<file path="src/design/soc_consts.svh">
`ifndef SOC_CONSTS_SVH
`define SOC_CONSTS_SVH

//==========================================================================
// Bus geometry
//==========================================================================

`define SOC_ADDR_WIDTH 32
`define SOC_DATA_WIDTH 32
`define SOC_REGION_WIDTH 4
`define SOC_ADDR_LSH 2

// Top address nibble of each mapped device
`define SOC_REGION_RAM 4'h1
`define SOC_REGION_LED 4'h4
`define SOC_REGION_TIMER 4'hA

//==========================================================================
// Device sizes
//==========================================================================

`define SOC_RAM_WORDS 512
`define SOC_LED_WIDTH 10

// Timer register map, in words
`define SOC_TIMER_REG_WIDTH 3
`define SOC_TIMER_REG_COUNT 0
`define SOC_TIMER_REG_COMPARE 1

`endif

</file>
<file path="src/design/soc_bus_pkg.sv">
`default_nettype none

`include "soc_consts.svh"

package soc_bus_pkg;

	// Bus side
	typedef logic [`SOC_ADDR_WIDTH-1:0] bus_addr_t;
	typedef logic [`SOC_DATA_WIDTH-1:0] bus_data_t;
	typedef logic [`SOC_REGION_WIDTH-1:0] region_t;

	// RAM word index, sized from the depth
	typedef logic [$clog2(`SOC_RAM_WORDS)-1:0] ram_index_t;

	// Timer register offset, address bits 4 to 2
	typedef logic [`SOC_TIMER_REG_WIDTH-1:0] timer_reg_t;

	// LED pattern
	typedef logic [`SOC_LED_WIDTH-1:0] led_value_t;

endpackage

`default_nettype wire

</file>
<file path="src/design/soc_bus_return.sv">
`timescale 1ns/1ps
`default_nettype none

module soc_bus_return
	import soc_bus_pkg::*;
(
	input  wire logic      i_clock,
	input  wire logic      i_rst,

	input  wire bus_addr_t i_bus_address,
	input  wire logic      i_unmapped_request,
	input  wire logic      i_ram_select,
	input  wire logic      i_timer_select,

	input  wire bus_data_t i_ram_rdata,
	input  wire bus_data_t i_timer_rdata,
	input  wire logic      i_ram_ready,
	input  wire logic      i_led_ready,
	input  wire logic      i_timer_ready,

	output bus_data_t      o_bus_rdata,
	output logic           o_bus_ready,
	output logic           o_bus_fault,
	output bus_addr_t      o_fault_address
);

	logic unmapped_ready;
	logic unmapped_accept;

	//==========================================================================
	// Read data and ready merge
	//==========================================================================

	// LED and unmapped reads fall through to zero
	assign o_bus_rdata =
		i_ram_select   ? i_ram_rdata   :
		i_timer_select ? i_timer_rdata :
		'0;

	assign o_bus_ready = i_ram_ready | i_led_ready | i_timer_ready | unmapped_ready;

	//==========================================================================
	// Unmapped reply and sticky fault
	//==========================================================================

	assign unmapped_accept = i_unmapped_request && !unmapped_ready;

	always_ff @(posedge i_clock) begin
		if (i_rst) begin
			unmapped_ready <= 1'b0;
			o_bus_fault <= 1'b0;
			o_fault_address <= '0;
		end else begin
			unmapped_ready <= unmapped_accept;
			// Only the first faulting address is kept
			if (unmapped_accept && !o_bus_fault) begin
				o_bus_fault <= 1'b1;
				o_fault_address <= i_bus_address;
			end
		end
	end

endmodule

`default_nettype wire

</file>
<file path="config.mk">
export PLATFORM = sky130hd
export DESIGN_NAME = soc_bus_return
export DESIGN_NICKNAME = d
export VERILOG_FILES = /design/src/design/soc_bus_pkg.sv /design/src/design/soc_bus_return.sv
export VERILOG_INCLUDE_DIRS = /design/src /design/src/design
export SDC_FILE = /design/constraint.sdc
export NUM_CORES = 1
export LEC_CHECK = 0
export ABC_AREA = 0
export BUFFER_PORTS_ARGS = -buffer_cell sky130_fd_sc_hd__buf_2
export CELL_PAD_IN_SITES_DETAIL_PLACEMENT = 0
export CELL_PAD_IN_SITES_GLOBAL_PLACEMENT = 1
export CORE_AREA = 8 8 100 102
export DETAILED_ROUTE_END_ITERATION = 10
export DIE_AREA = 0 0 108 110
export MAX_ROUTING_LAYER = met4
export PLACE_DENSITY_LB_ADDON = 0.1
export SYNTH_ARGS = -nofsm -noshare
export SYNTH_HDL_FRONTEND = slang
export SYNTH_SLANG_ARGS = --single-unit
</file>
<file path="constraint.sdc">
create_clock -name i_clock -period 1.15 [get_ports i_clock]
set_clock_uncertainty 0.1 [all_clocks]
set_input_delay 0.2875 -clock i_clock [delete_from_list [all_inputs] [get_ports i_clock]]
set_output_delay 0.2875 -clock i_clock [all_outputs]
set_load 0.1 [all_outputs]
</file>
==> results.tsv <==
stage	metric	value	unit
outcome	outcome	finished with violations	
outcome	failing checks	setup timing	
clocking	CTS max path bufs	2	
layout	most common cell after layout, fill and taps aside	buf_2	
floorplanning	die width	108	um
worst_setup_path	CP Cell Sequence	or4_4 -> buf_12	
detailed_routing	drt wl/cell	17.6	um
synthesis	Synthesis Warnings	0	
worst_setup_path	Worst path max stage delay	430	ps
synthesis	post-synthesis sequential area ratio	36.2	%
detailed_routing	DRT antenna net count	0	
detailed_routing	DR vias	2165	
clocking	Inserted Clock Buffers	5	
global_routing	GRT Util Overall	14.0	%
synthesis	post-synthesis net count	295	
floorplanning	Die Ht	110	um
placement	GPL Wtd Cong	0.720	
global_routing	grt ovf	0	
timing	final setup violating endpoints	98	
worst_setup_path	crit path kind	flip-flop to output port	
worst_setup_path	Slowest-stage cell, CP	or4_4	
clocking	Skew-Pair Late Insertion Delay	270	ps
timing	endpoints failing hold	0	
global_routing	largest net degree at the start of global routing	37	
timing	Highest Clock Rate	621	MHz
placement	DP HPWL	6.63	mm
synthesis	synth unique cells	17	
min_path	Worst Hold Class	input pin to flip-flop	
power_and_ir_drop	total power	5.11	mW
power_and_ir_drop	Peak VDD IR	604	uV
layout	area grow syn2layout	152	%
detailed_routing	1st-pass router iterations	4	
global_routing	vias in the first global route	2224	
floorplanning	Cell Rows	34	
layout	Ant. Diodes	0	
worst_setup_path	Setup crit end kind	output port	
floorplanning	Top Ports	170	
placement	placed inst area	0.00420	mm^2
floorplanning	die area	0.0119	mm^2
detailed_routing	final wirelength	8.75	mm
timing	max-slew violation count	0	
min_path	hold path depth	3	
synthesis	Mapped Cells	191	
worst_setup_path	Max FO, Critical Path	2	
timing	min Tclk post-route	1610	ps
timing	WHS	153	ps
worst_setup_path	FF-to-FF path depth	6	
timing	Relative slew margins	87.1	%
layout	commonest non-fill, non-tap cells in the layout	buf_2 (101), buf_12 (76), nand2b_1 (65)	
worst_setup_path	CP Launch Type	flip-flop	
layout	layout cells sized above 1	74.2	%
synthesis	cell taking the most area after synthesis	dfxtp_1	
power_and_ir_drop	Leak	2.16	nW
timing	worst setup margin	-461	ps
timing	Final period util	140	%
synthesis	Mapped Area	0.00188	mm^2
global_routing	first-pass GRT wire length	12.6	mm
timing	Worst Tran Pin Value	193	ps
clocking	# hold bufs at CTS	0	
synthesis	syn avg cell area	9.83	um^2
floorplanning	Initial Util	22.2	%
global_routing	initial antenna violation count	0	
run	max-cap violations	0	
layout	Nets	493	
synthesis	Synth area leaders	dfxtp_1 (36%), nand2b_1 (22%), mux2i_1 (17%), a22o_1 (14%), buf_12 (3.2%)	
clocking	Sink Count	34	
synthesis	top cell type's share of synthesized area	36.2	%
timing	RSZ-0062 raised after global routing	yes	
clocking	CTS root buffer	clkbuf_8	
placement	I/O Buffers	169	
worst_setup_path	Worst EP required	760	ps
clocking	clk slew on worst S/H paths	70	ps
detailed_routing	Starting DRT DRC Count	61	
floorplanning	CORE AREA	0.00847	mm^2
clocking	CTS tree	yes	
worst_setup_path	CP arrival	1220	ps
power_and_ir_drop	P per Cell Area	1080	mW/mm^2
placement	pre-CTS WS	-434	ps
detailed_routing	DRC violations left	0	
detailed_routing	via/cell ratio	4.36	
clocking	H-Tree Depth	2	
layout	post-route cell area	0.00474	mm^2
layout	Final Util	56.0	%
synthesis	Synth Register Bits	34	
metrics by stage:
stage,TNS [ps],cells
after floorplan,-13060,191
after global placement,-17000,462
after detailed placement,-17790,462
after CTS,-25170,490
after global routing,-28220,496
final,-23580,496
synth_stat cells:
| master | number |
|---|---|
| nand2b_1 | 65 |
| dfxtp_1 | 34 |
| mux2i_1 | 32 |
| a22o_1 | 30 |
| clkbuf_1 | 6 |
| buf_2 | 5 |
| nand2_1 | 4 |
| buf_12 | 3 |
| buf_4 | 3 |
| o21ai_1 | 2 |
| a21oi_1 | 1 |
| buf_6 | 1 |
| inv_1 | 1 |
| nor2_1 | 1 |
| nor2b_2 | 1 |
| nor3b_2 | 1 |
| or4_1 | 1 |
critical path: cells and delay by family (launching register included):
| family | cells | cell delay, ps |
|---|---|---|
| buffers and inverters | 1 | 180 |
| flip-flops | 1 | 330 |
| AND/OR/NAND/NOR | 1 | 430 |
state kept, by name, indices dropped and copies added, names as in the netlist:
name	count
o_bus_fault	1
o_fault_address	32
unmapped_ready	1
logic make-up after synthesis:
logic type | count (synthesis) | synth area share [%]
flops | 34 | 36.2
compound gates | 33 | 14.8
buf+inv | 19 | 7.73
simple gates | 73 | 24.2
mux | 32 | 17.1
worst paths after layout:
| check | to | from | slack, ps |
|---|---|---|---|
| hold reg to reg | o_fault_address[17]$_SDFFE_PP0P_ | o_fault_address[17]$_SDFFE_PP0P_ | 390 |
| setup reg to reg | o_fault_address[23]$_SDFFE_PP0P_ | unmapped_ready$_SDFF_PP0_ | -320 |
| hold / removal | o_fault_address[1]$_SDFFE_PP0P_ | i_bus_address[1] | 150 |
| setup / recovery | o_bus_ready | unmapped_ready$_SDFF_PP0_ | -460 |
power by group:
group          switching (mW)  internal, mW  total (mW)
combinational            1.65          1.22        2.87
sequential             0.0814          1.27        1.35
clock                   0.419         0.462       0.881
routing by layer:
| metal | GRT usage [%] | wire length [um] | vias up |
|---|---|---|---|
| li1 | - | - | 1058 |
| met1 | 16.5 | 3500 | 1013 |
| met2 | 23.5 | 4520 | 88 |
| met3 | 3.84 | 649 | 6 |
| met4 | 2.18 | 75 | 0 |
| met5 | - | 0 | - |
area by class of cell:
| class | count | area (um^2) |
|---|---|---|
| fill | 732 | 3720 |
| timing repair buffer | 209 | 2420 |
| multi-input combinational | 138 | 1370 |
| sequential | 34 | 726 |
| tap | 108 | 135 |
| clock buffer | 6 | 82.6 |
| inverter | 1 | 3.75 |
repair_timing:
action                     CTS  global route
pin swaps                    4             3
setup endpoints to repair   98            98
gates resized for setup     27            17
setup buffers               15            12
gates cloned                 7             1
Note: power is estimated with default switching activity, not from simulation.
