$ cat src/design/soc_consts.svh
`ifndef SOC_CONSTS_SVH
`define SOC_CONSTS_SVH

//==========================================================================
// Bus geometry
//==========================================================================

`define SOC_ADDR_WIDTH 32
`define SOC_DATA_WIDTH 32
`define SOC_REGION_WIDTH 4
`define SOC_ADDR_LSH 2

// Top address nibble of each mapped device
`define SOC_REGION_RAM 4'h1
`define SOC_REGION_LED 4'h4
`define SOC_REGION_TIMER 4'hA

//==========================================================================
// Device sizes
//==========================================================================

`define SOC_RAM_WORDS 512
`define SOC_LED_WIDTH 10

// Timer register map, in words
`define SOC_TIMER_REG_WIDTH 3
`define SOC_TIMER_REG_COUNT 0
`define SOC_TIMER_REG_COMPARE 1

`endif

$ cat src/design/soc_bus_pkg.sv
`default_nettype none

`include "soc_consts.svh"

package soc_bus_pkg;

	// Bus side
	typedef logic [`SOC_ADDR_WIDTH-1:0] bus_addr_t;
	typedef logic [`SOC_DATA_WIDTH-1:0] bus_data_t;
	typedef logic [`SOC_REGION_WIDTH-1:0] region_t;

	// RAM word index, sized from the depth
	typedef logic [$clog2(`SOC_RAM_WORDS)-1:0] ram_index_t;

	// Timer register offset, address bits 4 to 2
	typedef logic [`SOC_TIMER_REG_WIDTH-1:0] timer_reg_t;

	// LED pattern
	typedef logic [`SOC_LED_WIDTH-1:0] led_value_t;

endpackage

`default_nettype wire

$ cat src/design/soc_led.sv
`timescale 1ns/1ps
`default_nettype none

`include "soc_consts.svh"

module soc_led
	import soc_bus_pkg::*;
(
	input  wire logic      i_clock,
	input  wire logic      i_rst,

	input  wire logic      i_request,
	input  wire logic      i_rw,
	input  wire bus_data_t i_wdata,
	output logic           o_ready,

	output led_value_t     o_leds
);

	logic accept;

	assign accept = i_request && !o_ready;

	// Write-only register, reads just get acknowledged
	always_ff @(posedge i_clock) begin
		if (i_rst) begin
			o_ready <= 1'b0;
			o_leds <= '0;
		end else begin
			o_ready <= accept;
			if (accept && i_rw)
				o_leds <= i_wdata[`SOC_LED_WIDTH-1:0];
		end
	end

endmodule

`default_nettype wire

$ cat config.mk
export PLATFORM = sky130hd
export DESIGN_NAME = soc_led
export DESIGN_NICKNAME = d
export VERILOG_FILES = /design/src/design/soc_bus_pkg.sv /design/src/design/soc_led.sv
export VERILOG_INCLUDE_DIRS = /design/src /design/src/design
export SDC_FILE = /design/constraint.sdc
export NUM_CORES = 1
export LEC_CHECK = 0
export BUFFER_PORTS_ARGS = -buffer_cell sky130_fd_sc_hd__buf_2
export CORE_UTILIZATION = 32
export CTS_BUF_LIST = sky130_fd_sc_hd__clkbuf_4
export DETAILED_ROUTE_END_ITERATION = 7
export PLACE_DENSITY = 0.75
export SLEW_MARGIN = 20
export SYNTH_ARGS = -nofsm -noshare
export SYNTH_HDL_FRONTEND = slang
export SYNTH_SLANG_ARGS = --single-unit
export TNS_END_PERCENT = 50
$ cat constraint.sdc
create_clock -name i_clock -period 0.9 [get_ports i_clock]
set_input_delay 0.09 -clock i_clock [delete_from_list [all_inputs] [get_ports i_clock]]
set_output_delay 0.09 -clock i_clock [all_outputs]
set_load 0.005 [all_outputs]
==> summary.md, run 1 <==
| Metric | Value |
|---|---|
| Post-Syn Nets | `82` |
| Routed length per instance | `9.432 um` |
| Failing checks | `negative setup slack` |
| First-pass GRT wire length | `1.166 mm` |
| CTS Sinks | `11` |
| Remaining DRCs | `0` |
| CP arrival | `1.16 ns` |
| Net Switching | `224.3 uW` |
| Layout Area Growth over Synthesis | `38.80%` |
| Crit path max-delay family | `flip-flops` |
| Hold WS | `0.07970 ns` |
| Number of CTS-inserted buffers | `3` |
| WS Path Type | `flip-flop to flip-flop` |
| RSZ-0062 raised after global routing | `true` |
| Starting Density | `35.59%` |
| Layout Nets | `110` |
| Critical Path Slowest Stage Cell | `dfxtp_2` |
| Critical path peak fanout | `10` |
| Clock Latency Late Sink | `0.26 ns` |
| Die Y | `40.75 um` |
| Iteration count of the initial detailed-routing pass | `3` |
| Post-Syn Instances | `46` |
| Largest incremental delay on the critical path | `0.32 ns` |
| Top-level I/O count | `47` |
| PnR Total Power | `1027 uW` |
| Max Fclk | `1041 MHz` |
| Leakage | `0.0003126 uW` |
| Worst Tran Pin Value | `0.2455 ns` |
| Commonest non-fill, non-tap cells in the layout | `23 x buf_2, 20 x nand2b_1, 10 x mux2i_1, 10 x dfxtp_1, 4 x clkbuf_4` |
| Sequential share of power | `50.9%` |
| Via Count | `390` |
| Worst Setup End Kind | `flip-flop` |
| Final GP Congestion | `0.5738` |
| Total track usage | `12.10%` |
| Req. time, crit path | `1.10 ns` |
| Worst Path Buf+Inv | `1` |
| Crit-path cells | `and3b_2 > buf_12 > mux2i_1` |
| Avg Inst Size Synth | `10.44 um2` |
| Pint | `802.5 uW` |
| Largest net degree at the start of global routing | `22` |
| Clk root buf | `clkbuf_4` |
| Fin util | `49.40%` |
| Max transition margin | `83.64%` |
| Worst Setup Start Kind | `flip-flop` |
| Worst hold path class | `input port to flip-flop` |
| Setup TNS | `-0.4840 ns` |
| DRT iter0 DRCs | `1` |
| Worst Clk Skew | `0.002456 ns` |
| Sw Ratio | `21.84%` |
| Final Max Slew Viols | `0` |
| PortBufs | `24` |
| Max-Cap Viols | `0` |
| Synthesized flop and latch total | `11` |
| Share of layout cells above drive strength 1 | `43.84%` |
| CTS max path bufs | `2` |
| Final WS setup | `-0.06072 ns` |
| Final setup violation count | `10` |
| Seq/Total Area, Yosys | `45.83%` |
| Antenna violations before repair | `0` |
| Most common cell after layout, fill and taps aside | `buf_2` |
| Final WL | `830 um` |
| CTS clk-pin slew, worst paths | `0.07 ns` |
| Die Wd | `40.75 um` |
| Core area | `0.001350 mm2` |
| # diodes | `0` |
| Synth warn | `0` |
| CTS tree | `yes` |
| Post-synth cell types | `7` |
| Period utilisation layout | `106.7%` |
| Rows | `13` |
| Pwr dens | `1540 mW/mm2` |
| Hold Vio Cnt, Final | `0` |
| Die Area | `0.001661 mm2` |
| Combinational Power Share | `14.0%` |
| Fillers | `144` |
| VDD IR max | `0.7751 mV` |
| Vias/cell | `4.432` |
| CTS H-Tree Depth | `1` |
| Clk pwr share | `35.1%` |
| Min cycle time layout | `0.9607 ns` |
| Place WS | `-0.06365 ns` |
| Mapped Area | `480.5 um2` |
| Grt ovf | `0` |
| Outcome | `finished, violations left` |
| Vias in the first global route | `304` |
| Antenna-violating nets left | `0` |
-- flip-flops by register name (all words and copies together) (netlist names) --
register	cells
o_ready	1
o_leds	10
-- power groups by stage --
stage / Combinational (uW) / Clock (uW) / Sequential, uW
after floorplan: 71.1 / 0 / 537
after global placement: 140 / 0 / 533
after detailed placement: 142 / 0 / 534
after CTS: 146 / 384 / 523
after global routing: 161 / 420 / 525
final: 143 / 361 / 523
-- cell type report --
class	count	area (um2)	area share (%)
Clock buffer	4	30.03	4.503
Multi-Input combinational cell	32	242.7	36.40
Sequential cell	11	221.5	33.21
Tap cell	15	18.77	2.814
Timing Repair Buffer	26	153.9	23.08
-- worst register-to-register path, cell delays in order, from the launching register on --
cell	delay, ns
dfxtp_2	0.32
and3b_2	0.25
buf_12	0.14
mux2i_1	0.19
-- Yosys cell counts --
| cell | n | area (um2) |
|---|---|---|
| mux2i_1 | 10 | 100.1 |
| and3b_1 | 1 | 8.760 |
| nand2b_1 | 20 | 125.1 |
| nor3b_1 | 1 | 7.510 |
| dfxtp_1 | 11 | 220.2 |
| clkbuf_1 | 2 | 7.510 |
| buf_6 | 1 | 11.26 |
-- timing repair --
action | CTS | global route
gates resized for setup | 2 | 0
pin swaps | 0 | 0
buffers inserted | 0 | 0
setup endpoints to repair | 11 | 11
hold buffers | 0 | 0
-- path summary, 6_finish.rpt --
check	endpoint	slack, ns	depth (start not counted)	startpoint
setup / recovery	o_leds[9]$_SDFFE_PP0P_	-0.06	3	o_ready$_SDFF_PP0_
hold / removal	o_leds[5]$_SDFFE_PP0P_	0.08	3	i_wdata[5]
setup reg to reg	o_leds[9]$_SDFFE_PP0P_	-0.06	3	o_ready$_SDFF_PP0_
hold reg to reg	o_leds[5]$_SDFFE_PP0P_	0.47	2	o_leds[5]$_SDFFE_PP0P_
-- stage by stage --
stage          cells  cell area (um2)
2_1_floorplan     46            481.7
3_3_place_gp      84            629.4
3_5_place_dp      84            629.4
4_1_cts           88            666.9
5_1_grt           88            666.9
6_report          88            666.9
-- logic make-up (layout without fill, tap and decap cells) --
logic type	after synthesis	count (layout)	share of synthesized area (%)
flops	11	11	45.83
mux	10	10	20.83
simple gates	22	22	29.43
buf+inv	3	30	3.907
-- metal layers --
layer | global-route usage, % | vias up | share of wire [%]
li1 | - | 203 | -
met1 | 11.51 | 170 | 45
met2 | 17.86 | 17 | 45
met3 | 9.783 | 0 | 9.4
met4 | 7.500 | 0 | 0
met5 | 0 | - | 0
(Power assumes the default switching activity.)
==> run 2, diff against run 1 <==
- CORE_MARGIN: not set -> 2
- GPL_TIMING_DRIVEN: not set -> 0
==> summary.md, run 2 (synthesized netlist as in run 1, its figures left out) <==
| Metric | Value |
|---|---|
| Outcome | `finished, violations left (unchanged)` |
| Failing checks | `negative setup slack (unchanged)` |
| Hold WS | `0.08614 ns (was 0.07970 ns)` |
| DRT iter0 DRCs | `2 (was 1)` |
| Worst Path Buf+Inv | `1 (unchanged)` |
| Sequential share of power | `50.8% (was 50.9%)` |
| Sw Ratio | `21.90% (was 21.84%)` |
| Crit path max-delay family | `flip-flops (unchanged)` |
| Die Wd | `42.75 um (was 40.75 um)` |
| Vias in the first global route | `382 (was 304)` |
| Critical path peak fanout | `5 (was 10)` |
| Starting Density | `35.59% (unchanged)` |
| Iteration count of the initial detailed-routing pass | `4 (was 3)` |
| Post-CTS Hold Fix Bufs | `0 (unchanged)` |
| Vias/cell | `4.582 (was 4.432)` |
| CTS clk-pin slew, worst paths | `0.07 ns (about the same)` |
| WS Path Type | `flip-flop to flip-flop (unchanged)` |
| Layout Nets | `113 (was 110)` |
| Routed length per instance | `11.19 um (was 9.432 um)` |
| Critical Path Slowest Stage Cell | `dfxtp_2 (unchanged)` |
| # diodes | `0 (unchanged)` |
| PortBufs | `24 (unchanged)` |
| Final instance area | `676.9 um2 (was 666.9 um2)` |
| Clock Latency Late Sink | `0.26 ns (about the same)` |
| Core area | `0.001350 mm2 (unchanged)` |
| Grt ovf | `0 (unchanged)` |
| Largest incremental delay on the critical path | `0.32 ns (about the same)` |
| Clk root buf | `clkbuf_4 (unchanged)` |
| CTS H-Tree Depth | `1 (unchanged)` |
| Final WL | `1.018 mm (was 830 um)` |
| Fillers | `132 (was 144)` |
| Share of layout cells above drive strength 1 | `43.42% (was 43.84%)` |
| Final GP Congestion | `0.6576 (was 0.5738)` |
| Worst hold path depth | `3 (unchanged)` |
| Fin util | `50.14% (was 49.40%)` |
| Worst hold path class | `input port to flip-flop (unchanged)` |
| Antenna-violating nets left | `0 (unchanged)` |
| CTS Sinks | `11 (unchanged)` |
| First-pass GRT wire length | `1.593 mm (was 1.166 mm)` |
| Most flops, register | `o_leds (unchanged)` |
| CTS max path bufs | `2 (unchanged)` |
| PnR Total Power | `1029 uW (was 1027 uW)` |
| Reg2reg setup slack | `-0.07 ns (was -0.06 ns)` |
| Reg-to-reg endpoint | `o_leds[0]$_SDFFE_PP0P_ (was o_leds[9]$_SDFFE_PP0P_)` |
| VDD IR max | `0.5213 mV (was 0.7751 mV)` |
| Worst Tran Pin Value | `0.3567 ns (was 0.2455 ns)` |
| DPL Wire Length | `732.1 um` |
| Layout Area Growth over Synthesis | `40.89% (was 38.80%)` |
| Die Y | `42.75 um (was 40.75 um)` |
| Final setup violation count | `11 (was 10)` |
| Largest net degree at the start of global routing | `11 (was 22)` |
| Reg2reg start | `o_ready$_SDFF_PP0_ (unchanged)` |
| Max-Cap Viols | `0 (unchanged)` |
| Pwr dens | `1520 mW/mm2 (was 1540 mW/mm2)` |
| Worst Setup Start Kind | `flip-flop (unchanged)` |
| RSZ-0062 raised after global routing | `true (unchanged)` |
| Net Switching | `225.3 uW (was 224.3 uW)` |
| Largest regs | `o_leds x10, o_ready x1 (unchanged)` |
| Hold endpoint | `o_leds[5]$_SDFFE_PP0P_ (unchanged)` |
| Via Count | `417 (was 390)` |
| Final WS setup | `-0.06651 ns (was -0.06072 ns)` |
| CP arrival | `1.15 ns (was 1.16 ns)` |
| Remaining DRCs | `0 (unchanged)` |
| Clk pwr share | `34.6% (was 35.1%)` |
| CTS tree | `yes (unchanged)` |
| Req. time, crit path | `1.09 ns (was 1.10 ns)` |
| Number of CTS-inserted buffers | `3 (unchanged)` |
| Leakage | `0.0003185 uW (was 0.0003126 uW)` |
| Most common cell after layout, fill and taps aside | `buf_2 (unchanged)` |
| Worst Setup End Kind | `flip-flop (unchanged)` |
| Top-level I/O count | `47 (unchanged)` |
| Commonest non-fill, non-tap cells in the layout | `23 x buf_2, 20 x nand2b_1, 10 x mux2i_1, 10 x dfxtp_1, 4 x clkbuf_4 (unchanged)` |
| Max Fclk | `1035 MHz (was 1041 MHz)` |
| Rows | `13 (unchanged)` |
| Pint | `803.8 uW (was 802.5 uW)` |
| Hold Vio Cnt, Final | `0 (unchanged)` |
| Die Area | `0.001828 mm2 (was 0.001661 mm2)` |
| Combinational Power Share | `14.6% (was 14.0%)` |
| Period utilisation layout | `107.4% (was 106.7%)` |
| Max transition margin | `76.22% (was 83.64%)` |
| Final Max Slew Viols | `0 (unchanged)` |
| Setup TNS | `-0.5005 ns (was -0.4840 ns)` |
| Crit-path cells | `and3b_2 > buf_6 > mux2i_1 (was and3b_2 > buf_12 > mux2i_1)` |
| Antenna violations before repair | `0 (unchanged)` |
| Total track usage | `11.71% (was 12.10%)` |
| DP Area | `620.6 um2 (was 629.4 um2)` |
| Number of flip-flops in the largest register | `10 (unchanged)` |
| Reg2reg path depth | `3 (unchanged)` |
| Worst Clk Skew | `0.0007590 ns (was 0.002456 ns)` |
| Worst hold start | `i_wdata[5] (unchanged)` |
| Min cycle time layout | `0.9665 ns (was 0.9607 ns)` |
[run 2: changes by cell type in the layout (fill, tap and decap cells not counted), sizes merged]
cell | previous run | this run
clkbuf | 4 | 6
buf | 26 | 27
[run 2: per-layer routing]
metal | share of wire (%) | vias to the layer above | GRT usage (%)
met4 | 0.98 | 0 | 5.625
li1 | - | 210 | -
met1 | 45 | 190 | 14.40
met2 | 46 | 15 | 18.18
met3 | 7.5 | 2 | 3.830
met5 | 0 | - | 0
[run 2: power by group through the flow]
stage	Clock [uW]	Sequential, uW	Combinational [uW]
2_1_floorplan	0	537	71.1
3_5_place_dp	0	535	137
3_3_place_gp	0	534	135
4_1_cts	372	523	153
5_1_grt	403	526	165
6_report	356	523	150
[run 2: layout make-up]
type,instances,area (um2),area share [%]
buffer,3,18.77,2.773
clock buffer,4,30.03,4.436
tap,15,18.77,2.773
timing repair buffer,26,145.1,21.44
multi-input combinational,32,242.7,35.86
sequential,11,221.5,32.72
[run 2: worst max path at each step]
stage                       start                      to  cells past startpoint
5_1_grt        o_ready$_SDFF_PP0_  o_leds[2]$_SDFFE_PP0P_                      3
3_5_place_dp   o_ready$_SDFF_PP0_  o_leds[9]$_SDFFE_PP0P_                      3
2_1_floorplan  o_ready$_SDFF_PP0_  o_leds[0]$_SDFFE_PP0P_                      3
3_3_place_gp   o_ready$_SDFF_PP0_  o_leds[7]$_SDFFE_PP0P_                      3
6_report       o_ready$_SDFF_PP0_  o_leds[0]$_SDFFE_PP0P_                      3
4_1_cts        o_ready$_SDFF_PP0_  o_leds[9]$_SDFFE_PP0P_                      3
[run 2: worst reg2reg max path, delay by kind of cell (launching register included)]
family,cells,cell delay [ns]
flops,1,0.32
mux,1,0.18
simple gates,1,0.26
buf+inv,1,0.14
[run 2: metrics by stage]
stage               cells  worst slack (ns)
floorplan              46         -0.006408
global route           91           -0.1318
global placement       85          -0.04118
CTS                    91          -0.08148
detailed placement     85          -0.07555
finish                 91          -0.06651
[run 2: timing repair]
item                       4_1_cts  5_1_grt
setup endpoints to repair       10       11
buffers inserted                 1        0
cloned                           1        0
pin swaps                        0        0
gates resized for setup          4        0
==> run 3, diff against run 2 <==
- CAP_MARGIN: not set -> 20
- CORE_UTILIZATION: 32 -> 36
- CTS_CLUSTER_SIZE: not set -> 25
- PLACE_DENSITY: 0.75 -> 0.8
- clock period: 0.9 -> 1 ns (I/O delays scaled with it)
==> summary.md, run 3 (synthesized netlist as in run 1, its figures left out) <==
| Metric | Value |
|---|---|
| Outcome | `finished clean (was finished, violations left)` |
| Max transition margin | `76.19% (was 76.22%)` |
| Pint | `717.1 uW (was 803.8 uW)` |
| DRT iter0 DRCs | `8 (was 2)` |
| DP Area | `619.3 um2 (was 620.6 um2)` |
| Grt ovf | `0 (unchanged)` |
| First-pass GRT wire length | `1.490 mm (was 1.593 mm)` |
| Worst hold path class | `input port to flip-flop (unchanged)` |
| Reg2reg path depth | `3 (unchanged)` |
| Starting Density | `37.87% (was 35.59%)` |
| CTS max path bufs | `2 (unchanged)` |
| Top-level I/O count | `47 (unchanged)` |
| Max-Cap Viols | `0 (unchanged)` |
| Most flops, register | `o_leds (unchanged)` |
| Reg area | `221.5 um2 (unchanged)` |
| Antenna violations before repair | `0 (unchanged)` |
| Leakage | `0.0003113 uW (was 0.0003185 uW)` |
| Worst Setup End Kind | `flip-flop (unchanged)` |
| Reg-to-reg endpoint | `o_leds[6]$_SDFFE_PP0P_ (was o_leds[0]$_SDFFE_PP0P_)` |
| Combinational Power Share | `13.6% (was 14.6%)` |
| Most common cell after layout, fill and taps aside | `buf_2 (unchanged)` |
| CTS tree | `yes (unchanged)` |
| Final setup violation count | `0 (was 11)` |
| Die Y | `40.53 um (was 42.75 um)` |
| Clk root buf | `clkbuf_4 (unchanged)` |
| Iteration count of the initial detailed-routing pass | `4 (unchanged)` |
| Vias in the first global route | `357 (was 382)` |
| Number of CTS-inserted buffers | `3 (unchanged)` |
| Final GP Congestion | `0.6125 (was 0.6576)` |
| CP arrival | `1.18 ns (was 1.15 ns)` |
| # diodes | `0 (unchanged)` |
| Largest net degree at the start of global routing | `11 (unchanged)` |
| Req. time, crit path | `1.19 ns (was 1.09 ns)` |
| Commonest non-fill, non-tap cells in the layout | `24 x buf_2, 20 x nand2b_1, 10 x mux2i_1, 10 x dfxtp_1, 4 x clkbuf_4 (was 23 x buf_2, 20 x nand2b_1, 10 x mux2i_1, 10 x dfxtp_1, 4 x clkbuf_4)` |
| Hold endpoint | `o_leds[8]$_SDFFE_PP0P_ (was o_leds[5]$_SDFFE_PP0P_)` |
| Area of the multi-input gates | `242.7 um2 (unchanged)` |
| Min cycle time layout | `0.9880 ns (was 0.9665 ns)` |
| Final Max Slew Viols | `0 (unchanged)` |
| Clk pwr share | `35.3% (was 34.6%)` |
| Final instance area | `659.4 um2 (was 676.9 um2)` |
| Worst hold path depth | `3 (unchanged)` |
| DPL Wire Length | `677.3 um (was 732.1 um)` |
| Post-CTS Hold Fix Bufs | `0 (unchanged)` |
| Max Fclk | `1012 MHz (was 1035 MHz)` |
| Setup TNS | `0 ns (was -0.5005 ns)` |
| Postcts setup bufs | `0 (was 1)` |
| Layout Area Growth over Synthesis | `37.24% (was 40.89%)` |
| Largest regs | `o_leds x10, o_ready x1 (unchanged)` |
| Worst Tran Pin Value | `0.3572 ns (was 0.3567 ns)` |
| PortBufs | `24 (unchanged)` |
| Reg2reg start | `o_ready$_SDFF_PP0_ (unchanged)` |
| Pwr dens | `1400 mW/mm2 (was 1520 mW/mm2)` |
| Die Wd | `40.53 um (was 42.75 um)` |
| PnR Total Power | `923.3 uW (was 1029 uW)` |
| Routed length per instance | `10.60 um (was 11.19 um)` |
| Vias/cell | `4.478 (was 4.582)` |
| Via Count | `403 (was 417)` |
| CTS H-Tree Depth | `1 (unchanged)` |
| Sequential share of power | `51.1% (was 50.8%)` |
| Layout Nets | `112 (was 113)` |
| Worst hold start | `i_wdata[8] (was i_wdata[5])` |
| CTS clk-pin slew, worst paths | `0.07 ns (about the same)` |
| Clock Latency Late Sink | `0.26 ns (about the same)` |
| Final WL | `954 um (was 1.018 mm)` |
| VDD IR max | `0.6814 mV (was 0.5213 mV)` |
| Critical path peak fanout | `5 (unchanged)` |
| Number of flip-flops in the largest register | `10 (unchanged)` |
| Worst Setup Start Kind | `flip-flop (unchanged)` |
| Fillers | `121 (was 132)` |
| RSZ-0062 raised after global routing | `true (unchanged)` |
| CTS Sinks | `11 (unchanged)` |
| Sw Ratio | `22.33% (was 21.90%)` |
| Net Switching | `206.2 uW (was 225.3 uW)` |
| Rows | `13 (unchanged)` |
| Core area | `0.001269 mm2 (was 0.001350 mm2)` |
| Period utilisation layout | `98.80% (was 107.4%)` |
| Die Area | `0.001643 mm2 (was 0.001828 mm2)` |
| Remaining DRCs | `0 (unchanged)` |
| Hold Vio Cnt, Final | `0 (unchanged)` |
| CP startpoint | `o_ready$_SDFF_PP0_ (unchanged)` |
| Total track usage | `14.22% (was 11.71%)` |
| Antenna-violating nets left | `0 (unchanged)` |
| Reg2reg setup slack | `0.01 ns (was -0.07 ns)` |
| Share of layout cells above drive strength 1 | `42.67% (was 43.42%)` |
| Worst Clk Skew | `0.004375 ns (was 0.0007590 ns)` |
| WS Path Type | `flip-flop to flip-flop (unchanged)` |
| Post-cts gate resize count | `0 (was 4)` |
==> run 3: area by class of cell <==
class	count	share of cell area, %
buffer	3	2.846
clock buffer	4	4.554
multi-input combinational	32	36.81
sequential	11	33.59
tap	15	2.846
timing repair buffer	25	19.35
==> run 3: worst max path at each step <==
stage,end,cells past startpoint
4_1_cts,o_leds[6]$_SDFFE_PP0P_,3
2_1_floorplan,o_leds[0]$_SDFFE_PP0P_,3
3_5_place_dp,o_leds[0]$_SDFFE_PP0P_,3
3_3_place_gp,o_leds[9]$_SDFFE_PP0P_,3
6_report,o_leds[6]$_SDFFE_PP0P_,3
5_1_grt,o_leds[8]$_SDFFE_PP0P_,3
==> run 3: per-stage QoR <==
| stage | worst slack (ns) | util [%] | hold slack, ns | std cells |
|---|---|---|---|---|
| after detailed placement | 0.03197 | 48.82 | 0.3674 | 85 |
| after CTS | 0.01909 | 51.18 | 0.08072 | 89 |
| after global routing | -0.03009 | 51.97 | 0.08809 | 90 |
| after floorplan | 0.08983 | - | 0.2547 | 46 |
| final | 0.01199 | 51.97 | 0.08931 | 90 |
| after global placement | 0.05368 | 48.82 | 0.3614 | 85 |
==> run 3: power by group through the flow <==
| stage | Clock [uW] | Sequential [uW] | Combinational, uW |
|---|---|---|---|
| 6_report | 326 | 472 | 126 |
| 5_1_grt | 372 | 474 | 141 |
| 4_1_cts | 342 | 471 | 123 |
| 3_5_place_dp | 0 | 481 | 123 |
| 3_3_place_gp | 0 | 480 | 121 |
| 2_1_floorplan | 0 | 483 | 64.0 |
==> run 3: per-layer routing <==
metal,GRT usage [%],wire length (um)
met1,17.82,461
met2,20.63,433
met5,0,0
met4,7.500,0
met3,5.556,58
==> run 3: critical path, stage by stage, from the launching register on <==
cell	delay (ns)
dfxtp_2	0.32
and3b_2	0.25
buf_4	0.16
mux2i_1	0.18
