### config.mk
export PLATFORM = sky130hd
export DESIGN_NAME = soc_timer
export DESIGN_NICKNAME = d
export VERILOG_FILES = /design/src/design/soc_bus_pkg.sv /design/src/design/soc_timer.sv
export VERILOG_INCLUDE_DIRS = /design/src /design/src/design
export SDC_FILE = /design/constraint.sdc
export NUM_CORES = 1
export LEC_CHECK = 0
export BUFFER_PORTS_ARGS = -buffer_cell sky130_fd_sc_hd__buf_2
export CAP_MARGIN = 20
export CORE_ASPECT_RATIO = 0.75
export CORE_MARGIN = 3
export CORE_UTILIZATION = 30
export CTS_CLUSTER_SIZE = 20
export DETAILED_ROUTE_END_ITERATION = 7
export PLACE_DENSITY = 0.56
export SLEW_MARGIN = 15
export SYNTH_ARGS = -nofsm -noshare
export SYNTH_HDL_FRONTEND = slang
export SYNTH_SLANG_ARGS = --single-unit
### constraint.sdc
create_clock -name i_clock -period 2.2 [get_ports i_clock]
set_input_delay 0.44 -clock i_clock [delete_from_list [all_inputs] [get_ports i_clock]]
set_output_delay 0.44 -clock i_clock [all_outputs]
set_load 0.01 [all_outputs]
### src/design/soc_consts.svh
`ifndef SOC_CONSTS_SVH
`define SOC_CONSTS_SVH

//==========================================================================
// Bus geometry
//==========================================================================

`define SOC_ADDR_WIDTH 32
`define SOC_DATA_WIDTH 32
`define SOC_REGION_WIDTH 4
`define SOC_ADDR_LSH 2

// Top address nibble of each mapped device
`define SOC_REGION_RAM 4'h1
`define SOC_REGION_LED 4'h4
`define SOC_REGION_TIMER 4'hA

//==========================================================================
// Device sizes
//==========================================================================

`define SOC_RAM_WORDS 512
`define SOC_LED_WIDTH 10

// Timer register map, in words
`define SOC_TIMER_REG_WIDTH 3
`define SOC_TIMER_REG_COUNT 0
`define SOC_TIMER_REG_COMPARE 1

`endif

### src/design/soc_bus_pkg.sv
`default_nettype none

`include "soc_consts.svh"

package soc_bus_pkg;

	// Bus side
	typedef logic [`SOC_ADDR_WIDTH-1:0] bus_addr_t;
	typedef logic [`SOC_DATA_WIDTH-1:0] bus_data_t;
	typedef logic [`SOC_REGION_WIDTH-1:0] region_t;

	// RAM word index, sized from the depth
	typedef logic [$clog2(`SOC_RAM_WORDS)-1:0] ram_index_t;

	// Timer register offset, address bits 4 to 2
	typedef logic [`SOC_TIMER_REG_WIDTH-1:0] timer_reg_t;

	// LED pattern
	typedef logic [`SOC_LED_WIDTH-1:0] led_value_t;

endpackage

`default_nettype wire

### src/design/soc_timer.sv
`timescale 1ns/1ps
`default_nettype none

`include "soc_consts.svh"

module soc_timer
	import soc_bus_pkg::*;
(
	input  wire logic       i_clock,
	input  wire logic       i_rst,

	input  wire logic       i_request,
	input  wire logic       i_rw,
	input  wire timer_reg_t i_reg,
	input  wire bus_data_t  i_wdata,
	output bus_data_t       o_rdata,
	output logic            o_ready,

	output logic            o_interrupt
);

	bus_data_t count;
	bus_data_t compare;
	logic accept;

	assign accept = i_request && !o_ready;

	//==========================================================================
	// Count, compare and interrupt level
	//==========================================================================

	always_ff @(posedge i_clock) begin
		if (i_rst) begin
			o_ready <= 1'b0;
			o_interrupt <= 1'b0;
			count <= '0;
			compare <= '1;
		end else begin
			o_ready <= accept;
			o_interrupt <= (count >= compare);

			// A count write replaces this cycle's increment
			if (accept && i_rw && i_reg == timer_reg_t'(`SOC_TIMER_REG_COUNT))
				count <= i_wdata;
			else
				count <= count + 1'b1;

			if (accept && i_rw && i_reg == timer_reg_t'(`SOC_TIMER_REG_COMPARE))
				compare <= i_wdata;
		end
	end

	// Read data for the ready cycle, unused offsets give zero
	always_ff @(posedge i_clock) begin
		if (accept && !i_rw) begin
			case (i_reg)
				timer_reg_t'(`SOC_TIMER_REG_COUNT):   o_rdata <= count;
				timer_reg_t'(`SOC_TIMER_REG_COMPARE): o_rdata <= compare;
				default:                              o_rdata <= '0;
			endcase
		end
	end

endmodule

`default_nettype wire

==> impl_summary.txt, run 1 <==
----------------------------------------------------
[Placed design]
  Buffers added on ports ... 72
  Pre-CTS worst setup slack ... ~5.7 ps
  Placer congestion estimate ... roughly 0.8
  HPWL after detailed placement ... 8.53 mm

[Power]
  Sequential group share of total power ... 0.502
  Sw Pwr ... just under 0.0009 W
  Cell leakage power ... approximately 2.6 nW
  Share of power burned in combinational logic ... 0.073
  Clock group share of total power ... 0.425
  Power density of the placed cells ... roughly 660 mW/mm^2
  Internal cell power ... between 0.003 and 0.004 W
  Worst voltage drop across the vdd grid ... approximately 0.00031 V
  Sw Share ... 0.223

[Die]
  Floorplan core area ... roughly 0.016 sq mm
  Row count ... 39
  Total die area ... about 0.018 sq mm
  Chip Width ... about 150 microns
  Effective utilization at floorplan ... 0.314
  Die span in y ... around 120 microns
  Top-Level Pins ... 73

[Worst setup path]
  Largest fanout on the critical path ... 6
  Required @ worst endpoint ... approximately 2400 ps
  Termination of the worst setup path ... o_interrupt$_SDFF_PP0_
  Worst r2r src ... count[0]$_SDFF_PP0_
  Worst Path Class, Setup ... reg -> reg
  Worst Setup SP ... count[0]$_SDFF_PP0_
  Element type at the critical path start ... flop
  Kind of capture point of the worst setup path ... flop
  Number of cells traversed by the worst register-to-register path ... 7
  R2r endpoint ... o_interrupt$_SDFF_PP0_
  Worst reg-to-reg setup slack ... around 110 ps
  Data arrival, critical path ... around 2300 ps

[Final layout]
  Number of nets at the end of the flow ... roughly 630
  Layout area overhead ... 20.1%
  Number of antenna repair diodes ... 0
  Fraction of final layout cells with drive strength greater than 1 ... 0.203
  Most frequent cells in the layout ... 72 x buf_2, 70 x nor2_1, 66 x dfxtp_1, 39 x inv_1, 33 x ha_1
  Most frequent standard cell in the layout excluding fill and tap cells ... buf_2

[Clocking]
  Count of hold buffers inserted by post-cts repair ... 0
  CTS sink count ... 98
  Htree depth ... 3
  Deepest clock path buffer count ... 2
  Total CTS buffers ... 9
  Worst-Skew Late Latency ... ~340 ps
  Clk Tree Root Cell ... clkbuf_16
  Post-CTS clock slew at the launch and capture registers of the worst setup and hold paths ... ~70 ps
  TritonCTS clock tree ... yes

[Global route]
  Combined global-route utilization of all metal layers ... 0.141
  Maximum number of pins on one net before global-route repair ... 65
  Initial antenna violation count ... 1
  First-pass GRT wire length ... 19.9 mm
  Vias in the first global route ... 3,732
  Sum of overflow across all layers after global routing ... 0

[Route]
  Number of DRC violations after detailed-routing iteration 0 ... ~250
  Total wire length after detailed routing ... 12.4 mm
  Detail-routed net length per standard cell ... 16.1 microns
  Count of nets left with antenna violations after detail routing ... 0
  DRC violations left ... 0
  Vias per cell ... approximately 5
  Via total after detailed routing ... 3,865
  Router iterations before antenna repair ... 6

[Synth]
  Library cells used by synthesis ... 48
  Synthesized flop and latch total ... 98
  Count of mapped cells out of synthesis ... 489
  Synth Cell Area ... roughly 0.0049 sq mm
  Number of synthesis warnings ... 0
  Proportion of register bits with asynchronous set or reset after synthesis ... 0
  Main flop type after synthesis ... dfxtp_1
  Net Count, Synth ... around 560
  Sequential share of the synthesized area ... 0.466
  Post-Synthesis Mean Instance Area ... ~10 sq um
  Count of flip-flops with a built-in enable after synthesis ... 32

[Timing]
  Final worst path period share ... 0.949
  Final worst clock skew ... 5.59 ps
  Least-Margin Pin Slew ... 691 ps
  Final-report max-slew violation count ... 0
  Setup Total Neg Slack ... 0 ps
  Final Critical Period ... between 2000 and 2500 ps
  RSZ-0062 raised after global routing ... no
  Count of endpoints failing hold in the final timing report ... 0
  Maximum achievable frequency ... around 0.48 GHz
  Relative slew margins ... 0.539
  Final setup violation count ... 0
  Final WS setup ... about 110 ps

[Worst hold path]
  Class of the most critical hold timing path ... in -> reg
  Worst hold path stage count ... 2

[Run]
  MaxCap Viol Count ... 0

[Outcome]
  Outcome ... complete, no violations

----------------------------------------------------
-- per-stage QoR --
| step | utilization | instances | instance area, sq um | total power, W | hold slack [ps] |
|---|---|---|---|---|---|
| detailed placement | 0.356 | 755 | 5560 | 0.00228 | 529 |
| global placement | 0.356 | 755 | 5560 | 0.00227 | 532 |
| CTS | 0.376 | 771 | 5870 | 0.00394 | 303 |
| global route | 0.377 | 772 | 5890 | 0.00406 | 306 |
| finish | 0.377 | 772 | 5890 | 0.00390 | 312 |
| floorplan | - | 489 | 4900 | 0.00215 | 497 |
-- layer usage --
| layer | part of all wire | track usage |
|---|---|---|
| met5 | 0.0010 | 0 |
| met4 | 0.0098 | 0.0376 |
| met3 | 0.047 | 0.0393 |
| met2 | 0.42 | 0.208 |
| met1 | 0.52 | 0.203 |
-- registers in the layout, indices dropped and copies added (netlist names) --
signal / cells
compare: 32
count: 32
o_interrupt: 1
o_rdata: 32
o_ready: 1
-- worst min-delay path by stage --
stage,from,endpoint,slack (ps)
6_report,i_wdata[21],compare[21]$_SDFFE_PP1P_,310
5_1_grt,i_wdata[21],compare[21]$_SDFFE_PP1P_,310
4_1_cts,i_wdata[21],compare[21]$_SDFFE_PP1P_,300
3_5_place_dp,compare[5]$_SDFFE_PP1P_,o_rdata[5]$_DFFE_PP_,530
3_3_place_gp,compare[28]$_SDFFE_PP1P_,o_rdata[28]$_DFFE_PP_,530
2_1_floorplan,count[31]$_SDFF_PP0_,count[31]$_SDFF_PP0_,500
-- cells by family after synthesis --
group,count (synthesis),synth area share
AND/OR/NAND/NOR,143,0.150
AO/OA/AOI/OAI,122,0.199
flip-flops,98,0.466
buffers and inverters,65,0.0513
adder cells (fa/ha/maj),33,0.0842
XOR/XNOR,27,0.0482
multiplexers,1,0.00204
-- cell usage after synthesis, types with 3 or more instances --
master / count / area, sq um
a22o_1: 31 / 272
buf_1: 6 / 22.5
nand3_1: 17 / 85.1
a21oi_1: 10 / 50.1
or3_1: 3 / 18.8
clkbuf_1: 16 / 60.1
inv_1: 39 / 146
a211o_1: 32 / 280
xor2_1: 16 / 140
ha_1: 33 / 413
o21ai_0: 5 / 25.0
xnor2_1: 11 / 96.3
nand4_1: 10 / 62.6
nand2_1: 15 / 56.3
nor3_1: 5 / 25.0
a311oi_1: 3 / 26.3
edfxtp_1: 32 / 961
a211oi_1: 29 / 218
dfxtp_1: 66 / 1320
nor2_1: 71 / 267
buf_2: 3 / 15.0
-- worst max-delay path, stage by stage, from the launching register on --
cell and delay, ps:
dfxtp_1 440, inv_1 70, ha_1 280, nand2b_1 150, a2111oi_1 450, o21ai_0 230
a211oi_2 250, o21ai_0 110
-- area by class of cell --
type	instances	area, sq um
inverter	39	146
clock buffer	10	229
multi-input combinational	326	2400
tap	205	256
clock inverter	6	81.3
fill	1552	9730
sequential	98	2280
timing repair buffer	88	493
-- timing repair --
item	CTS	global route
gates resized for setup	1	2
setup buffers	0	1
endpoints found under the setup margin	1	4
pin swaps	0	1
-- power by group through the flow --
stage / sequential (W) / clock (W) / combinational [W]
after detailed placement: 0.00200 / 0 / 0.000285
after global routing: 0.00196 / 0.00178 / 0.000319
after CTS: 0.00196 / 0.00170 / 0.000289
after floorplan: 0.00201 / 0 / 0.000140
final: 0.00196 / 0.00166 / 0.000285
after global placement: 0.00199 / 0 / 0.000281
(Power assumes the default switching activity.)
==> run 2, diff against run 1 <==
==> constraint.sdc (replaced) <==
create_clock -name i_clock -period 1.81 [get_ports i_clock]
set_input_delay 0.362 -clock i_clock [delete_from_list [all_inputs] [get_ports i_clock]]
set_output_delay 0.362 -clock i_clock [all_outputs]
set_load 0.01 [all_outputs]
==> impl_summary.txt, run 2 (synthesis gave the netlist of run 1 again) <==
----------------------------------------------------
[Global route]
  First-pass GRT wire length ... ~20 mm
  Vias in the first global route ... just under 4,000
  Maximum number of pins on one net before global-route repair ... 64
  Initial antenna violation count ... 0
  Combined global-route utilization of all metal layers ... 0.146
  Sum of overflow across all layers after global routing ... 0

[Outcome]
  Violations in the final reports ... setup timing
  Outcome ... complete, but fails checks

[Worst setup path]
  Cell with the largest stage delay on the worst path ... or4_4
  Largest stage delay on the critical path ... around 520 ps
  Worst Path Class, Setup ... reg -> reg
  Required @ worst endpoint ... 2080 ps
  Kind of capture point of the worst setup path ... flop
  Cell Chain, Critical Path ... nand3_2 -> nor4_4 -> nand4_2 -> or4_4 -> a311oi_2
  Element type at the critical path start ... flop
  Largest fanout on the critical path ... 6
  Data arrival, critical path ... ~2100 ps

[Clocking]
  Clk Tree Root Cell ... clkbuf_16
  Worst-Skew Late Latency ... about 360 ps
  CTS sink count ... 98
  Post-CTS clock slew at the launch and capture registers of the worst setup and hold paths ... ~70 ps
  Total CTS buffers ... 9
  Deepest clock path buffer count ... 2
  TritonCTS clock tree ... yes
  Htree depth ... 3

[Die]
  Floorplan core area ... about 0.016 sq mm
  Total die area ... between 0.015 and 0.02 sq mm
  Top-Level Pins ... between 70 and 80
  Chip Width ... between 150 and 200 microns
  Row count ... 39
  Effective utilization at floorplan ... 0.314
  Die span in y ... 117 microns

[Timing]
  Final-report max-slew violation count ... 0
  Setup Total Neg Slack ... -26.5 ps
  Final worst path period share ... 1.01
  Least-Margin Pin Slew ... 429 ps
  Relative slew margins ... 0.713
  Final WS setup ... -26.5 ps
  Final worst clock skew ... a little under 8 ps
  RSZ-0062 raised after global routing ... yes
  Final setup violation count ... 1
  Maximum achievable frequency ... between 0.5 and 0.6 GHz
  Count of endpoints failing hold in the final timing report ... 0
  Final Hold Slack ... between 200 and 250 ps
  Final Critical Period ... roughly 1800 ps

[Power]
  Power density of the placed cells ... 741 mW/mm^2
  Clock group share of total power ... 0.409
  Total power consumption of the routed design ... approximately 0.0047 W
  Share of power burned in combinational logic ... 0.088
  Sequential group share of total power ... 0.503
  Sw Pwr ... around 0.0011 W
  Internal cell power ... around 0.0036 W
  Worst voltage drop across the vdd grid ... ~0.00045 V
  Sw Share ... 0.232
  Cell leakage power ... roughly 2.9 nW

[Route]
  Number of DRC violations after detailed-routing iteration 0 ... roughly 240
  Vias per cell ... about 4.9
  Via total after detailed routing ... ~4,000
  DRC violations left ... 0
  Total wire length after detailed routing ... approximately 13 mm
  Count of nets left with antenna violations after detail routing ... 0
  Router iterations before antenna repair ... 4
  Detail-routed net length per standard cell ... roughly 16 microns

[Placed design]
  Buffers added on ports ... a little over 70
  Placer congestion estimate ... 0.821
  Cell area reported after detailed placement ... 0.00591 sq mm
  HPWL after detailed placement ... 9.16 mm

[Final layout]
  Layout area overhead ... 29.8%
  Number of antenna repair diodes ... 0
  Most frequent standard cell in the layout excluding fill and tap cells ... buf_2
  Leading registers by flop count ... compare (32), count (32), o_rdata (32)
  Post-route design area ... around 0.0064 sq mm
  Fraction of final layout cells with drive strength greater than 1 ... 0.302
  Number of nets at the end of the flow ... around 670
  Most frequent cells in the layout ... 72 x buf_2, 70 x nor2_1, 51 x dfxtp_1, 46 x buf_4, 39 x inv_1

[Run]
  MaxCap Viol Count ... 0

[Worst hold path]
  Class of the most critical hold timing path ... in -> reg

----------------------------------------------------
==> run 2: cell count changes in the layout (fill, tap and decap cells not counted), moves of 3 or more <==
| cell | delta |
|---|---|
| buf_12 | +5 |
| buf_4 | +31 |
| clkbuf_1 | +3 |
| dfxtp_1 | -15 |
| dfxtp_2 | +15 |
| ha_1 | -3 |
==> run 2: final timing paths <==
path	startpoint	to	slack (ps)	cells past startpoint
worst min register to register	compare[7]$_SDFFE_PP1P_	o_rdata[7]$_DFFE_PP_	540	1
worst max-delay path	count[18]$_SDFF_PP0_	count[31]$_SDFF_PP0_	-30	5
worst min-delay path	i_wdata[20]	compare[20]$_SDFFE_PP1P_	220	2
worst max register to register	count[18]$_SDFF_PP0_	count[31]$_SDFF_PP0_	-30	5
==> run 2: per-layer routing <==
metal  up-vias  GRT usage  wire length (microns)
met5         -          0                      0
met1      1865      0.209                   6900
met4         0     0.0412                    156
met3        12     0.0489                    756
met2        96      0.211                   5290
li1       2023          -                      -
==> run 2: layout make-up <==
class / count / area, sq um
inverters: 39 / 146
flip-flops and latches: 98 / 2300
fillers: 1540 / 9250
repair buffers: 126 / 848
well taps: 205 / 256
clock inverters: 1 / 5.00
multi-input cells: 326 / 2510
clock buffers: 15 / 290
==> run 2: metrics by stage <==
step,worst slack (ps),utilization,cells
global route,-142,0.407,810
floorplan,3.78,-,489
detailed placement,-71.4,0.378,791
finish,-26.5,0.407,810
global placement,16.2,0.378,791
CTS,-32.5,0.398,808
==> run 2: what timing repair did <==
action,4_1_cts,5_1_grt
pin swaps,3,17
resized for setup,5,29
setup buffers,1,2
setup endpoints to repair,3,15
hold buffers,0,0
==> run 2: worst max-delay path: cells and delay by family, from the launching register on <==
family	cells	cell delay [ps]
AOI/OAI and AO/OA	1	240
and+or+nand+nor	4	1120
DFF	1	390
==> run 2: power groups by stage <==
stage	Combinational (W)	Clock (W)	Sequential, W
finish	0.000417	0.00193	0.00237
global route	0.000460	0.00207	0.00237
CTS	0.000407	0.00198	0.00237
detailed placement	0.000401	0	0.00242
global placement	0.000397	0	0.00241
floorplan	0.000172	0	0.00244
==> run 3, diff against run 2 <==
--- a/config.mk
+++ b/config.mk
@@ -13,7 +13,9 @@
 export CORE_UTILIZATION = 30
 export CTS_CLUSTER_SIZE = 20
 export DETAILED_ROUTE_END_ITERATION = 7
+export MAX_ROUTING_LAYER = met4
 export PLACE_DENSITY = 0.56
+export REMOVE_ABC_BUFFERS = 1
 export SLEW_MARGIN = 15
 export SYNTH_ARGS = -nofsm -noshare
 export SYNTH_HDL_FRONTEND = slang
==> constraint.sdc (replaced) <==
create_clock -name i_clock -period 1.81 [get_ports i_clock]
set_input_delay 0.543 -clock i_clock [delete_from_list [all_inputs] [get_ports i_clock]]
set_output_delay 0.543 -clock i_clock [all_outputs]
set_load 0.01 [all_outputs]
==> impl_summary.txt, run 3 (synthesis gave the netlist of run 1 again) <==
----------------------------------------------------
[Worst setup path]
  Worst r2r src ... count[11]$_SDFF_PP0_
  Kind of capture point of the worst setup path ... flop
  Cell with the largest stage delay on the worst path ... or4_1
  Required @ worst endpoint ... ~2100 ps
  Number of cells traversed by the worst register-to-register path ... 5
  Worst path top cell family by delay ... simple AND/OR/NAND/NOR gates
  Largest stage delay on the critical path ... 520 ps
  R2r endpoint ... count[31]$_SDFF_PP0_
  Count of buffer and inverter cells on the critical path ... 0
  Cell Chain, Critical Path ... nand4_1 -> nor4_4 -> nand4_2 -> or4_1 -> a311oi_2
  Data arrival, critical path ... around 2100 ps
  Worst Path Class, Setup ... reg -> reg
  Termination of the worst setup path ... count[31]$_SDFF_PP0_
  Largest fanout on the critical path ... 5
  Crit path depth ... 5
  Worst reg-to-reg setup slack ... -30 ps
  Worst Setup SP ... count[11]$_SDFF_PP0_
  Element type at the critical path start ... flop

[Die]
  Effective utilization at floorplan ... 0.314
  Total die area ... approximately 0.018 sq mm
  Top-Level Pins ... 73
  Row count ... 39
  Chip Width ... between 150 and 200 microns
  Floorplan core area ... around 0.016 sq mm
  Die span in y ... 117 microns

[Placed design]
  Pre-CTS worst setup slack ... -123 ps
  Buffers added on ports ... 72
  Placed cell count ... slightly above 800
  Placer congestion estimate ... a little over 0.8
  Cell area reported after detailed placement ... roughly 0.0060 sq mm
  HPWL after detailed placement ... 9.48 mm

[Final layout]
  Post-route design area ... roughly 0.0067 sq mm
  Number of nets at the end of the flow ... between 700 and 800
  Most frequent cells in the layout ... 78 x buf_4, 72 x buf_2, 70 x nor2_1, 50 x dfxtp_1, 38 x inv_1
  Fraction of final layout cells with drive strength greater than 1 ... 0.353
  Multi-input gate area ... 0.00256 sq mm
  Leading registers by flop count ... compare (32), count (32), o_rdata (32)
  Filler Cells Inserted ... approximately 1,500
  Most frequent standard cell in the layout excluding fill and tap cells ... buf_4
  Area of all sequential standard cells ... 0.00231 sq mm
  Final standard cell count with taps included and fillers excluded ... 843
  Layout area overhead ... 35.8%
  Number of antenna repair diodes ... 0

[Route]
  Router iterations before antenna repair ... 4
  Vias per cell ... around 4.9
  Count of nets left with antenna violations after detail routing ... 0
  Number of DRC violations after detailed-routing iteration 0 ... 338
  Detail-routed net length per standard cell ... between 15 and 20 microns
  Via total after detailed routing ... roughly 4,100
  Total wire length after detailed routing ... approximately 13 mm
  DRC violations left ... 0

[Clocking]
  Total CTS buffers ... 9
  Deepest clock path buffer count ... 2
  Post-CTS clock slew at the launch and capture registers of the worst setup and hold paths ... 70 ps
  Clk Tree Root Cell ... clkbuf_16
  CTS sink count ... a little under 100
  Htree depth ... 3
  Worst-Skew Late Latency ... 360 ps
  TritonCTS clock tree ... yes

[Timing]
  Final worst path period share ... 1.02
  Setup Total Neg Slack ... -101 ps
  Final setup violation count ... 5
  Final worst clock skew ... between 9 and 10 ps
  Final WS setup ... -33.8 ps
  Count of endpoints failing hold in the final timing report ... 0
  Final Critical Period ... 1840 ps
  Maximum achievable frequency ... ~0.54 GHz
  Final-report max-slew violation count ... 0
  Relative slew margins ... 0.704
  RSZ-0062 raised after global routing ... yes
  Least-Margin Pin Slew ... ~440 ps

[Global route]
  Sum of overflow across all layers after global routing ... 0
  Vias in the first global route ... ~4,100
  Initial antenna violation count ... 0
  First-pass GRT wire length ... around 22 mm
  Maximum number of pins on one net before global-route repair ... 64
  Combined global-route utilization of all metal layers ... 0.158

[Power]
  Sequential group share of total power ... 0.499
  Clock group share of total power ... 0.410
  Share of power burned in combinational logic ... 0.092
  Sw Share ... 0.229
  Power density of the placed cells ... 714 mW/mm^2
  Total power consumption of the routed design ... 0.00475 W
  Sw Pwr ... 0.00109 W
  Worst voltage drop across the vdd grid ... 0.000336 V
  Cell leakage power ... a little over 3 nW
  Internal cell power ... 0.00366 W

[Run]
  MaxCap Viol Count ... 0

[Outcome]
  Outcome ... complete, but fails checks
  Violations in the final reports ... setup timing

[Worst hold path]
  Class of the most critical hold timing path ... in -> reg

----------------------------------------------------
-- run 3: worst min-delay path by stage --
stage / to / from / slack [ps] / cells past startpoint
finish: compare[19]$_SDFFE_PP1P_ / i_wdata[19] / 400 / 2
detailed placement: o_rdata[14]$_DFFE_PP_ / compare[14]$_SDFFE_PP1P_ / 530 / 1
CTS: compare[19]$_SDFFE_PP1P_ / i_wdata[19] / 390 / 2
global route: compare[21]$_SDFFE_PP1P_ / i_wdata[21] / 400 / 2
global placement: o_rdata[9]$_DFFE_PP_ / compare[9]$_SDFFE_PP1P_ / 530 / 1
floorplan: count[31]$_SDFF_PP0_ / count[31]$_SDFF_PP0_ / 490 / 2
-- run 3: per-layer routing --
metal | up-vias | global-route usage | share of wire
li1 | 2084 | - | -
met1 | 1929 | 0.223 | 0.51
met2 | 94 | 0.225 | 0.43
met3 | 8 | 0.0463 | 0.055
met4 | 0 | 0.0371 | 0.0092
met5 | - | - | 0
-- run 3: area by class of cell --
type                       count  area share
sequential                    98       0.347
multi-input combinational    326       0.384
timing repair buffer         159       0.163
inverter                      39      0.0220
clock buffer                  15      0.0449
clock inverter                 1    0.000752
tap                          205      0.0385
-- run 3: power groups by stage --
stage                     combinational (W)  clock [W]  sequential [W]
after floorplan                    0.000149          0         0.00244
after global placement             0.000404          0         0.00241
after detailed placement           0.000408          0         0.00242
after CTS                          0.000429    0.00200         0.00237
after global routing               0.000485    0.00210         0.00237
final                              0.000436    0.00195         0.00237
-- run 3: timing repair --
| item | in CTS | in global routing |
|---|---|---|
| pin swaps | 10 | 19 |
| resized for setup | 26 | 31 |
| hold buffers | 0 | 0 |
| setup buffers | 10 | 4 |
| setup endpoints to repair | 16 | 19 |
-- run 3: stage by stage --
stage           util  hold slack (ps)
6_report       0.426              400
5_1_grt        0.426              400
4_1_cts        0.414              391
3_5_place_dp   0.386              529
3_3_place_gp   0.386              533
2_1_floorplan      -              492
-- run 3: worst reg2reg max path: stages, from the launching register on --
cell and delay, ps:
dfxtp_2 350, nand4_1 220, nor4_4 230, nand4_2 210
or4_1 520, a311oi_2 230
